File: src/design/rvv_state_pkg.sv
package rvv_state_pkg;

	typedef struct packed {
		logic        vill;
		logic [22:0] reserved;
		logic        vma;
		logic        vta;
		logic [2:0]  vsew;
		logic [2:0]  vlmul;
	} vtype_t;

	// illegal config until the first vset*
	localparam vtype_t VTYPE_RESET = 32'h8000_0000;

	// one element transfer toward the core
	typedef struct packed {
		logic        wen;
		logic        ftrans; // first transfer of the instruction
		logic [31:0] addr;
		logic [31:0] wdata;
		logic [3:0]  strb;
	} mem_req_t;

endpackage

File: src/design/rvv_isa_pkg.sv
package rvv_isa_pkg;

	// major opcodes
	localparam logic [6:0] OPC_V      = 7'b1010111;
	localparam logic [6:0] OPC_VLOAD  = 7'b0000111;
	localparam logic [6:0] OPC_VSTORE = 7'b0100111;

	localparam logic [2:0] F3_CFG    = 3'b111; // OP-V funct3 for vset*
	localparam logic [2:0] WIDTH_E32 = 3'b110; // memory width field, 32-bit elements

	typedef enum logic [1:0] {
		KIND_NONE,
		KIND_CFG,
		KIND_LOAD,
		KIND_STORE
	} rvv_kind_e;

	typedef enum logic [1:0] {
		CFG_VSETVLI,
		CFG_VSETIVLI,
		CFG_VSETVL
	} rvv_cfg_e;

	typedef struct packed {
		rvv_kind_e  kind;
		rvv_cfg_e   cfg;
		logic [4:0] vd;     // vd, or vs3 for stores
		logic [4:0] rs1;    // rs1 number, uimm for vsetivli
		logic [7:0] vtypei; // vma, vta, vsew, vlmul
	} rvv_op_t;

endpackage
File: src/design/rvv_pcpi_top.sv
`timescale 1ns/1ps

module rvv_pcpi_top #(
	parameter int unsigned VLEN           = 128,
	parameter bit          REGS_INIT_ZERO = 1'b0
) (
	input  logic        clk,
	input  logic        resetn,
	input  logic        pcpi_valid_i,
	input  logic [31:0] pcpi_insn_i,
	input  logic [31:0] pcpi_rs1_i,
	input  logic [31:0] pcpi_rs2_i,
	input  logic [31:0] pcpi_mem_rdata_i,
	input  logic        pcpi_mem_done_i,
	output logic        pcpi_wr_o,
	output logic [31:0] pcpi_rd_o,
	output logic        pcpi_wait_o,
	output logic        pcpi_ready_o,
	output logic        pcpi_is_rvv_o,
	output logic        pcpi_mem_op_o,
	output logic        pcpi_mem_load_o,
	output logic        pcpi_mem_store_o,
	output logic        pcpi_mem_wen_o,
	output logic        pcpi_mem_ftrans_o,
	output logic [31:0] pcpi_mem_addr_o,
	output logic [31:0] pcpi_mem_wdata_o,
	output logic [3:0]  pcpi_mem_strb_o
);
	rvv_isa_pkg::rvv_op_t    op;
	rvv_state_pkg::vtype_t   vtype;
	rvv_state_pkg::mem_req_t mem_req;
	logic [31:0]       vl;
	logic              run;
	logic              csr_ready;
	logic              lsu_ready;
	logic              lsu_wait;
	logic [4:0]        vreg_raddr;
	logic [4:0]        vreg_waddr;
	logic [VLEN/8-1:0] vreg_wstrb;
	logic [VLEN-1:0]   vreg_wdata;
	logic [VLEN-1:0]   vreg_rdata;

	assign run = pcpi_valid_i && !pcpi_ready_o; // core holds valid until ready
	assign pcpi_ready_o = csr_ready | lsu_ready;
	assign pcpi_wait_o = lsu_wait;
	assign pcpi_is_rvv_o = op.kind != rvv_isa_pkg::KIND_NONE;

	assign pcpi_mem_op_o = lsu_wait;
	assign pcpi_mem_load_o = op.kind == rvv_isa_pkg::KIND_LOAD;
	assign pcpi_mem_store_o = op.kind == rvv_isa_pkg::KIND_STORE;
	assign pcpi_mem_wen_o = mem_req.wen;
	assign pcpi_mem_ftrans_o = mem_req.ftrans;
	assign pcpi_mem_addr_o = mem_req.addr;
	assign pcpi_mem_wdata_o = mem_req.wdata;
	assign pcpi_mem_strb_o = mem_req.strb;

	rvv_decode i_rvv_decode (
		.pcpi_insn_i (pcpi_insn_i),
		.op_o        (op)
	);

	rvv_csr #(
		.VLEN (VLEN)
	) i_rvv_csr (
		.clk     (clk),
		.resetn  (resetn),
		.run_i   (run),
		.op_i    (op),
		.rs1_i   (pcpi_rs1_i),
		.rs2_i   (pcpi_rs2_i),
		.vtype_o (vtype),
		.vl_o    (vl),
		.ready_o (csr_ready),
		.wr_o    (pcpi_wr_o),
		.rd_o    (pcpi_rd_o)
	);

	rvv_lsu #(
		.VLEN (VLEN)
	) i_rvv_lsu (
		.clk          (clk),
		.resetn       (resetn),
		.run_i        (run),
		.op_i         (op),
		.vtype_i      (vtype),
		.vl_i         (vl),
		.rs1_i        (pcpi_rs1_i),
		.mem_done_i   (pcpi_mem_done_i),
		.mem_rdata_i  (pcpi_mem_rdata_i),
		.vreg_rdata_i (vreg_rdata),
		.mem_req_o    (mem_req),
		.vreg_raddr_o (vreg_raddr),
		.vreg_waddr_o (vreg_waddr),
		.vreg_wstrb_o (vreg_wstrb),
		.vreg_wdata_o (vreg_wdata),
		.ready_o      (lsu_ready),
		.wait_o       (lsu_wait)
	);

	rvv_vregs #(
		.VLEN           (VLEN),
		.REGS_INIT_ZERO (REGS_INIT_ZERO)
	) i_rvv_vregs (
		.clk     (clk),
		.waddr_i (vreg_waddr),
		.wstrb_i (vreg_wstrb),
		.wdata_i (vreg_wdata),
		.raddr_i (vreg_raddr),
		.rdata_o (vreg_rdata)
	);

endmodule

File: src/design/rvv_vregs.sv
`timescale 1ns/1ps

module rvv_vregs #(
	parameter int unsigned VLEN           = 128,
	parameter bit          REGS_INIT_ZERO = 1'b0
) (
	input  logic              clk,
	input  logic [4:0]        waddr_i,
	input  logic [VLEN/8-1:0] wstrb_i,
	input  logic [VLEN-1:0]   wdata_i,
	input  logic [4:0]        raddr_i,
	output logic [VLEN-1:0]   rdata_o
);
	logic [VLEN-1:0] regs_q [32];

	initial begin
		if (REGS_INIT_ZERO) begin
			for (int r = 0; r < 32; r++)
				regs_q[r] = '0;
		end
	end

	always @(posedge clk) begin
		for (int b = 0; b < VLEN / 8; b++) begin
			if (wstrb_i[b])
				regs_q[waddr_i][b*8 +: 8] <= wdata_i[b*8 +: 8];
		end
	end

	assign rdata_o = regs_q[raddr_i]; // async read

endmodule

File: src/design/rvv_lsu.sv
`timescale 1ns/1ps

module rvv_lsu #(
	parameter int unsigned VLEN = 128
) (
	input  logic                    clk,
	input  logic                    resetn,
	input  logic                    run_i,
	input  rvv_isa_pkg::rvv_op_t    op_i,
	input  rvv_state_pkg::vtype_t   vtype_i,
	input  logic [31:0]             vl_i,
	input  logic [31:0]             rs1_i,
	input  logic                    mem_done_i,
	input  logic [31:0]             mem_rdata_i,
	input  logic [VLEN-1:0]         vreg_rdata_i,
	output rvv_state_pkg::mem_req_t mem_req_o,
	output logic [4:0]              vreg_raddr_o,
	output logic [4:0]              vreg_waddr_o,
	output logic [VLEN/8-1:0]       vreg_wstrb_o,
	output logic [VLEN-1:0]         vreg_wdata_o,
	output logic                    ready_o,
	output logic                    wait_o
);
	localparam int unsigned VLENB  = VLEN / 8;
	localparam int unsigned WIDX_W = $clog2(VLEN / 32); // words per register

	logic              send_q; // 1: issue request next, 0: waiting for done
	logic [31:0]       elem_q;
	logic [WIDX_W-1:0] widx;   // word slot inside the register
	logic [4:0]        ridx;   // register offset from vd
	logic              is_load;
	logic              is_store;
	logic              mem_run;
	logic              last_elem;
	logic [31:0]       store_word;

	assign is_load = op_i.kind == rvv_isa_pkg::KIND_LOAD;
	assign is_store = op_i.kind == rvv_isa_pkg::KIND_STORE;
	assign mem_run = run_i && (is_load || is_store);

	assign widx = elem_q[WIDX_W-1:0];
	assign ridx = elem_q[WIDX_W +: 5]; // wraps past v31
	assign last_elem = elem_q == vl_i - 32'd1;

	assign vreg_raddr_o = op_i.vd + ridx;
	assign store_word = vreg_rdata_i[{widx, 5'd0} +: 32];

	always_ff @(posedge clk) begin
		if (!resetn) begin
			wait_o <= 1'b0;
			ready_o <= 1'b0;
			send_q <= 1'b0;
			elem_q <= '0;
			mem_req_o.wen <= 1'b0;
			mem_req_o.ftrans <= 1'b0;
			vreg_wstrb_o <= '0;
		end else begin
			ready_o <= 1'b0;
			mem_req_o.wen <= 1'b0;
			mem_req_o.ftrans <= 1'b0;
			vreg_wstrb_o <= '0;

			if (!wait_o) begin
				if (mem_run) begin
					elem_q <= '0;
					if (vl_i == '0 || vtype_i.vill) begin
						ready_o <= 1'b1; // nothing to move
					end else begin
						wait_o <= 1'b1;
						send_q <= 1'b1;
					end
				end
			end else if (send_q) begin
				mem_req_o.wen <= 1'b1;
				mem_req_o.ftrans <= elem_q == '0;
				mem_req_o.addr <= rs1_i + {elem_q[29:0], 2'b00};
				mem_req_o.wdata <= store_word;
				mem_req_o.strb <= {4{is_store}};
				send_q <= 1'b0;
			end else if (mem_done_i) begin
				if (is_load) begin
					vreg_waddr_o <= op_i.vd + ridx;
					vreg_wstrb_o <= VLENB'(4'hf) << {widx, 2'b00};
					vreg_wdata_o <= VLEN'(mem_rdata_i) << {widx, 5'd0};
				end
				if (last_elem) begin
					wait_o <= 1'b0;
					ready_o <= 1'b1;
				end else begin
					elem_q <= elem_q + 32'd1;
					send_q <= 1'b1;
				end
			end
			// no done yet, hold everything
		end
	end

endmodule

File: src/design/rvv_csr.sv
`timescale 1ns/1ps

module rvv_csr #(
	parameter int unsigned VLEN = 128
) (
	input  logic                  clk,
	input  logic                  resetn,
	input  logic                  run_i,
	input  rvv_isa_pkg::rvv_op_t  op_i,
	input  logic [31:0]           rs1_i,
	input  logic [31:0]           rs2_i,
	output rvv_state_pkg::vtype_t vtype_o,
	output logic [31:0]           vl_o,
	output logic                  ready_o,
	output logic                  wr_o,
	output logic [31:0]           rd_o
);
	rvv_state_pkg::vtype_t vtype_new;
	logic [31:0] vlmax_base;
	logic [31:0] vlmax;
	logic [31:0] avl;
	logic [31:0] vl_new;
	logic        cfg_run;

	assign cfg_run = run_i && op_i.kind == rvv_isa_pkg::KIND_CFG;

	always_comb begin
		if (op_i.cfg == rvv_isa_pkg::CFG_VSETVL)
			vtype_new = rs2_i;
		else
			vtype_new = {24'd0, op_i.vtypei};
	end

	// elements per register, sew = 8 << vsew
	assign vlmax_base = 32'(VLEN) >> ({1'b0, vtype_new.vsew} + 4'd3);

	always_comb begin
		case (vtype_new.vlmul)
			3'b100: vlmax = '0; // reserved lmul
			3'b101: vlmax = vlmax_base >> 3; // mf8
			3'b110: vlmax = vlmax_base >> 2;
			3'b111: vlmax = vlmax_base >> 1;
			default: vlmax = vlmax_base << vtype_new.vlmul[1:0];
		endcase
		if (vtype_new.vill || vtype_new.reserved != '0)
			vlmax = '0; // vsetvl with a bad rs2
	end

	always_comb begin
		if (op_i.cfg == rvv_isa_pkg::CFG_VSETIVLI)
			avl = {27'd0, op_i.rs1};
		else if (op_i.rs1 != 5'd0)
			avl = rs1_i;
		else if (op_i.vd != 5'd0)
			avl = '1; // ask for vlmax
		else
			avl = vl_o; // keep vl, change vtype only
	end

	assign vl_new = (avl < vlmax) ? avl : vlmax;

	always_ff @(posedge clk) begin
		if (!resetn) begin
			vtype_o <= rvv_state_pkg::VTYPE_RESET;
			vl_o <= '0;
			ready_o <= 1'b0;
			wr_o <= 1'b0;
		end else begin
			ready_o <= cfg_run;
			wr_o <= cfg_run;
			if (cfg_run) begin
				vtype_o <= (vlmax == '0) ? rvv_state_pkg::VTYPE_RESET : vtype_new;
				vl_o <= vl_new;
			end
		end
	end

	always_ff @(posedge clk) begin
		if (cfg_run)
			rd_o <= vl_new; // new vl back to rd
	end

endmodule

File: src/design/rvv_decode.sv
`timescale 1ns/1ps

module rvv_decode (
	input  logic [31:0]          pcpi_insn_i,
	output rvv_isa_pkg::rvv_op_t op_o
);
	logic [6:0] opcode;
	logic [2:0] funct3;
	logic       unit_e32;

	assign opcode = pcpi_insn_i[6:0];
	assign funct3 = pcpi_insn_i[14:12];

	// nf=0, mew=0, mop=unit, lumop=0 and 32-bit width
	assign unit_e32 = pcpi_insn_i[31:26] == 6'b000000 && pcpi_insn_i[24:20] == 5'b00000
		&& funct3 == rvv_isa_pkg::WIDTH_E32;

	always_comb begin
		op_o = '0;
		op_o.vd = pcpi_insn_i[11:7];
		op_o.rs1 = pcpi_insn_i[19:15];
		op_o.vtypei = pcpi_insn_i[27:20];

		if (opcode == rvv_isa_pkg::OPC_V && funct3 == rvv_isa_pkg::F3_CFG) begin
			if (!pcpi_insn_i[31]) begin
				op_o.kind = rvv_isa_pkg::KIND_CFG;
				op_o.cfg = rvv_isa_pkg::CFG_VSETVLI;
			end else if (pcpi_insn_i[31:30] == 2'b11) begin
				op_o.kind = rvv_isa_pkg::KIND_CFG;
				op_o.cfg = rvv_isa_pkg::CFG_VSETIVLI;
			end else if (pcpi_insn_i[31:25] == 7'b1000000) begin
				op_o.kind = rvv_isa_pkg::KIND_CFG;
				op_o.cfg = rvv_isa_pkg::CFG_VSETVL;
			end
		end else if (opcode == rvv_isa_pkg::OPC_VLOAD && unit_e32) begin
			op_o.kind = rvv_isa_pkg::KIND_LOAD;
		end else if (opcode == rvv_isa_pkg::OPC_VSTORE && unit_e32) begin
			op_o.kind = rvv_isa_pkg::KIND_STORE;
		end
		// arithmetic and other widths stay KIND_NONE
	end

endmodule

File: config.mk
export PLATFORM = sky130hd
export DESIGN_NAME = rvv_pcpi_top
export DESIGN_NICKNAME = d
export VERILOG_FILES = /design/src/design/rvv_state_pkg.sv /design/src/design/rvv_isa_pkg.sv /design/src/design/rvv_pcpi_top.sv /design/src/design/rvv_vregs.sv /design/src/design/rvv_lsu.sv /design/src/design/rvv_csr.sv /design/src/design/rvv_decode.sv
export SDC_FILE = /design/constraint.sdc
export NUM_CORES = 2
export LEC_CHECK = 0
export BUFFER_PORTS_ARGS = -buffer_cell sky130_fd_sc_hd__clkbuf_2
export CAP_MARGIN = 20
export CELL_PAD_IN_SITES_DETAIL_PLACEMENT = 1
export CELL_PAD_IN_SITES_GLOBAL_PLACEMENT = 2
export CORE_AREA = 2 2 624 626
export DETAILED_ROUTE_END_ITERATION = 10
export DIE_AREA = 0 0 626 628
export PLACE_DENSITY = 0.77
export SETUP_SLACK_MARGIN = 0.5
export SYNTH_ARGS = -nofsm -noshare
export SYNTH_HDL_FRONTEND = slang
export SYNTH_HIERARCHICAL = 1
export SYNTH_SLANG_ARGS = --single-unit
File: constraint.sdc
create_clock -name clk -period 6.04 [get_ports clk]
set_input_delay 0.604 -clock clk [delete_from_list [all_inputs] [get_ports clk]]
set_output_delay 0.604 -clock clk [all_outputs]
set_load 0.005 [all_outputs]
# Word-level counts from Yosys, hierarchy flattened
# Memory sizes are Yosys's and may differ from the RTL's.
# Cells that the tools add are included.
[word_totals]
ram_bits = 4096
ff_bits = 317
output_inout_bits = 109
memories = 1
[memory_table]
columns = ["name", "depth", "width", "rd", "rd_ports_with_merged_regs", "write_ports", "line_no", "text"]
rows = [
  ["i_rvv_vregs.regs_q", 32, 128, 1, 0, 1, "rvv_vregs.sv:14", "logic [VLEN-1:0] regs_q [32];"],
]
[classes]
order_cmp = 1
muxes = 70
eq_ne = 21
n_shift = 5
reduce_logical = 28
n_addsub = 5
bitwise = 6
[ops]
columns = ["cell", "count"]
rows = [
  ["$mux W32", 12],
  ["$pmux W32 S4", 1],
  ["$shiftx A128 B8 Y32", 1],
  ["$shl A32 B7 Y128", 1],
  ["$logic_not A32 Y1", 3],
  ["$mux W70", 1],
  ["$mux W1", 49],
  ["$add A32 B1 Y32 const B", 1],
  ["$add A32 B32 Y32", 1],
  ["$eq A32 B32 Y1", 1],
  ["$lt A32 B32 Y1", 1],
  ["$shl A32 B2 Y32", 1],
  ["$shr A8 B4 Y32 const A", 1],
  ["$sub A32 B1 Y32 const B", 1],
  ["$reduce_bool A23 Y1", 1],
  ["$eq A3 B3 Y1 const B", 6],
  ["$shl A4 B4 Y16 const A", 1],
  ["$eq A7 B7 Y1 const B", 2],
  ["$reduce_bool A5 Y1", 2],
  ["$eq A2 B2 Y1 const B", 4],
  ["$logic_and A1 B1 Y1", 8],
  ["$mux W2", 4],
  ["$eq A7 B3 Y1 const B", 1],
  ["$eq A7 B6 Y1 const B", 1],
  ["other kinds (19)", 31],
]

# Logic depth before layout (Yosys ltp)
[depth]
depth_word = 14
ltp_mapped = 20

# Modules after synthesis
# Netlist, hierarchy kept.
[by_module_without_submodules]
columns = ["module", "cells_per_inst", "seq_area_each_um2", "area_each_um2", "instances"]
rows = [
  ["rvv_vregs", 6906, 122998.0, 156196.1, 1],
  ["rvv_lsu", 1063, 6766.5, 12683.4, 1],
  ["rvv_csr", 389, 2262.2, 4294.1, 1],
  ["rvv_decode", 36, 0.0, 252.7, 1],
  ["rvv_pcpi_top", 6, 0.0, 43.8, 1],
]

# Worst setup path before layout
# OpenSTA, ideal clock, no wires.
[synth_path]
path_type = "input to register"
from = "input port pcpi_insn_i[26]"
to = "register i_rvv_lsu.vreg_waddr_o[0], enable pin"
n_path_buf = 0
arrival_time_ps = 4429
cell_stages = 5
required_ps = 5554
slack_ps = 1125
cell_sequence = "or4_4 and4b_1 and3_1 nand4b_1 inv_1"
[synth_lines]
columns = ["item", "line_no", "text"]
rows = [
  ["start: declaration", "rvv_pcpi_top.sv:10", "input logic [31:0] pcpi_insn_i,"],
  ["end signal: assignment", "rvv_lsu.sv:82", "vreg_waddr_o <= op_i.vd + ridx;"],
  ["end: declaration", "rvv_lsu.sv:18", "output logic [4:0] vreg_waddr_o,"],
]

# Worst setup path in the final report
[layout_path]
from = "register i_rvv_lsu.elem_q[2]"
to = "register i_rvv_lsu/mem_req_o[13] in the netlist's numbering, data pin"
[layout_via]
elab_chain_len = 3
[layout_rtl]
columns = ["item", "line_no", "text"]
rows = [
  ["start: declaration", "rvv_lsu.sv:28", "logic [31:0] elem_q;"],
  ["start signal: assignment", "rvv_lsu.sv:90", "elem_q <= elem_q + 32'd1;"],
  ["$add A5 B5 Y5", "rvv_lsu.sv:45", "assign vreg_raddr_o = op_i.vd + ridx;"],
  ["named net vreg_raddr[1]", "rvv_pcpi_top.sv:37", "logic [4:0] vreg_raddr;"],
  ["$mem_v2 Z32 W128", "n/a", ""],
  ["named net vreg_rdata[41]", "rvv_pcpi_top.sv:41", "logic [VLEN-1:0] vreg_rdata;"],
  ["$shiftx A128 B8 Y32", "rvv_lsu.sv:46", "assign store_word = vreg_rdata_i[{widx, 5'd0} +: 32];"],
  ["named net i_rvv_lsu.store_word[9]", "rvv_lsu.sv:35", "logic [31:0] store_word;"],
  ["end: declaration", "rvv_lsu.sv:16", "output rvv_state_pkg::mem_req_t mem_req_o,"],
]
# The timed path passes the listed nets, and every way through them passes these cells.
# A chain may end at the register's enable or synchronous reset.

==> flow_summary.yaml <==
clocking:
  cts.sinks: 4401
  clock_latency_ps: 1010
  clk_pin_slew_worst_paths_ps: 60
  cts_root_buf: "clkbuf_16"
  max-clock-path-buffers: 4
  h-tree-depth: 5
  cts_inserted_buffers: 436
  cts_tree: "yes"
final_layout:
  most-common-layout-cells: "4,326 x edfxtp_1, 988 x mux4_2, 556 x and2_1"
  final_common_cell: "edfxtp_1"
  drive_above_1_share_pct: 24.9
  fin_nets: 8972
  syn_to_final_growth_pct: 14.8
  final_area_sq_um: 198000
  final_cells: 14600
  utilization_pct: 51.2
timing:
  finalMaxSlewViolations: 0
  slew_headroom_pct: 21.0
  rsz0062_at_grt: "no"
  worstMarginPinSlew_ps: 1180
  worst_hold_slack_ps: 74.2
  finalCritPeriodShare_pct: 82.4
  worst_slack_ps: 1060
  setup_tns_ps: 0
  max_freq_mhz: 201
  period_minus_slack_ps: 4980
  skew_ps: 83.7
  hold_viol: 0
  setup_viol_count_final: 0
worst_setup_path:
  crit_fanout: 27
  worstPathArrival_ps: 5790
  cp-end-kind: "flop"
  critPathKind: "reg -> reg"
  cp-start-kind: "flop"
  crit_required_ps: 6850
min_path:
  hp-class: "in -> reg"
drt:
  routedWlPerCell_um: 33.9
  vias_per_cell: 6.15
  totalWireLength_um: 496000
  vias: 89900
  drt-initial-drc-count: 11100
  antenna_left: 0
  drc: 0
  detail_route.first_pass.iterations: 6
placement:
  dpl-instance-area_sq_um: 180000
  dp_cells: 13400
  dp_hpwl_um: 308000
  pre_cts_ws_ps: 707
  io_buffers: 238
  gp_congestion: 0.847
global_routing:
  grt_usage_pct: 24.7
  grt_pass1_wl_um: 694000
  antenna_found_initial: 98
  grt_max_degree: 96
  grt_pass1_vias: 90400
  overflow: 0
floorplanning:
  rows: 229
  fp.dieH_um: 628
  core_area_sq_um: 387000
  start_util_pct: 44.6
  dieArea_sq_um: 393000
  io_pins: 241
  die_w_um: 626
power:
  p_leak_nw: 63.2
  power_density_nw_per_um2: 316
  p_total_mw: 62.7
  ir_drop_v: 0.000258
status:
  status: "finished clean"
yosys:
  syn_inst: 8326
  yosysWarnings: 6
  syn_area_per_cell_sq_um: 20.7
  synth_area_sq_um: 173000
flow_run:
  maxCapViolCount: 0
per-layer routing:
layer / track usage [%] / routed length (um) / vias to the layer above / share of wire [%]
li1: - / - / 36000 / -
met1: 33.8 / 189000 / 48200 / 38
met2: 39.8 / 246000 / 4865 / 50
met3: 4.13 / 43800 / 803 / 8.8
met4: 9.90 / 16900 / 2 / 3.4
met5: 0 / 13 / - / 0.0026
critical path: stages (launching register included):
cell	delay, ps
dfxtp_1	590
ha_4	200
inv_1	50
fa_1	460
inv_1	620
nor2b_4	340
nand2_4	570
buf_4	380
o22ai_1	170
nor4_1	950
mux4_2	440
power by group:
| part | leakage [nW] | internal, mW | switching, mW |
|---|---|---|---|
| sequential | 40.3 | 33.0 | 0.0000673 |
| clock | 7.10 | 16.0 | 11.8 |
| combinational | 15.8 | 0.721 | 1.09 |
flip-flops by register name, indices dropped and copies added, names as in the netlist, 4 cells and up:
register / count
i_rvv_lsu/vreg_waddr_o: 5
i_rvv_csr/rd_o: 32
i_rvv_lsu/mem_req_o: 67
i_rvv_lsu/vreg_wstrb_o: 4
i_rvv_lsu/vreg_wdata_o: 128
i_rvv_lsu/elem_q: 32
i_rvv_csr/vl_o: 32
i_rvv_vregs/regs_q: 4096
layout make-up:
| cell class | instances | area, sq um |
|---|---|---|
| clock inverter | 286 | 3140 |
| tap | 5197 | 6500 |
| multi-input combinational | 3373 | 38600 |
| antenna | 246 | 616 |
| sequential | 4401 | 131000 |
| inverter | 38 | 148 |
| clock buffer | 530 | 11500 |
| timing repair buffer | 544 | 6180 |
| fill | 34200 | 189000 |
final timing paths:
| kind | to | cells past startpoint | start | slack, ps |
|---|---|---|---|---|
| setup / recovery | i_rvv_lsu/mem_req_o[13] | 10 | i_rvv_lsu/elem_q[2] | 1060 |
| hold / removal | i_rvv_lsu/vreg_wdata_o[63] | 2 | pcpi_mem_rdata_i[31] | 70 |
| setup reg to reg | i_rvv_lsu/mem_req_o[13] | 10 | i_rvv_lsu/elem_q[2] | 1060 |
| hold reg to reg | i_rvv_csr/vtype_o[31] | 2 | i_rvv_csr/vtype_o[31] | 510 |
repair_timing:
action / in CTS / in global routing
setup buffers: 0 / 0
gates resized for setup: 0 / 0
endpoints found under the hold margin: 5 / 0
hold buffers: 5 / 0
Power figures use the tool's default switching activity.
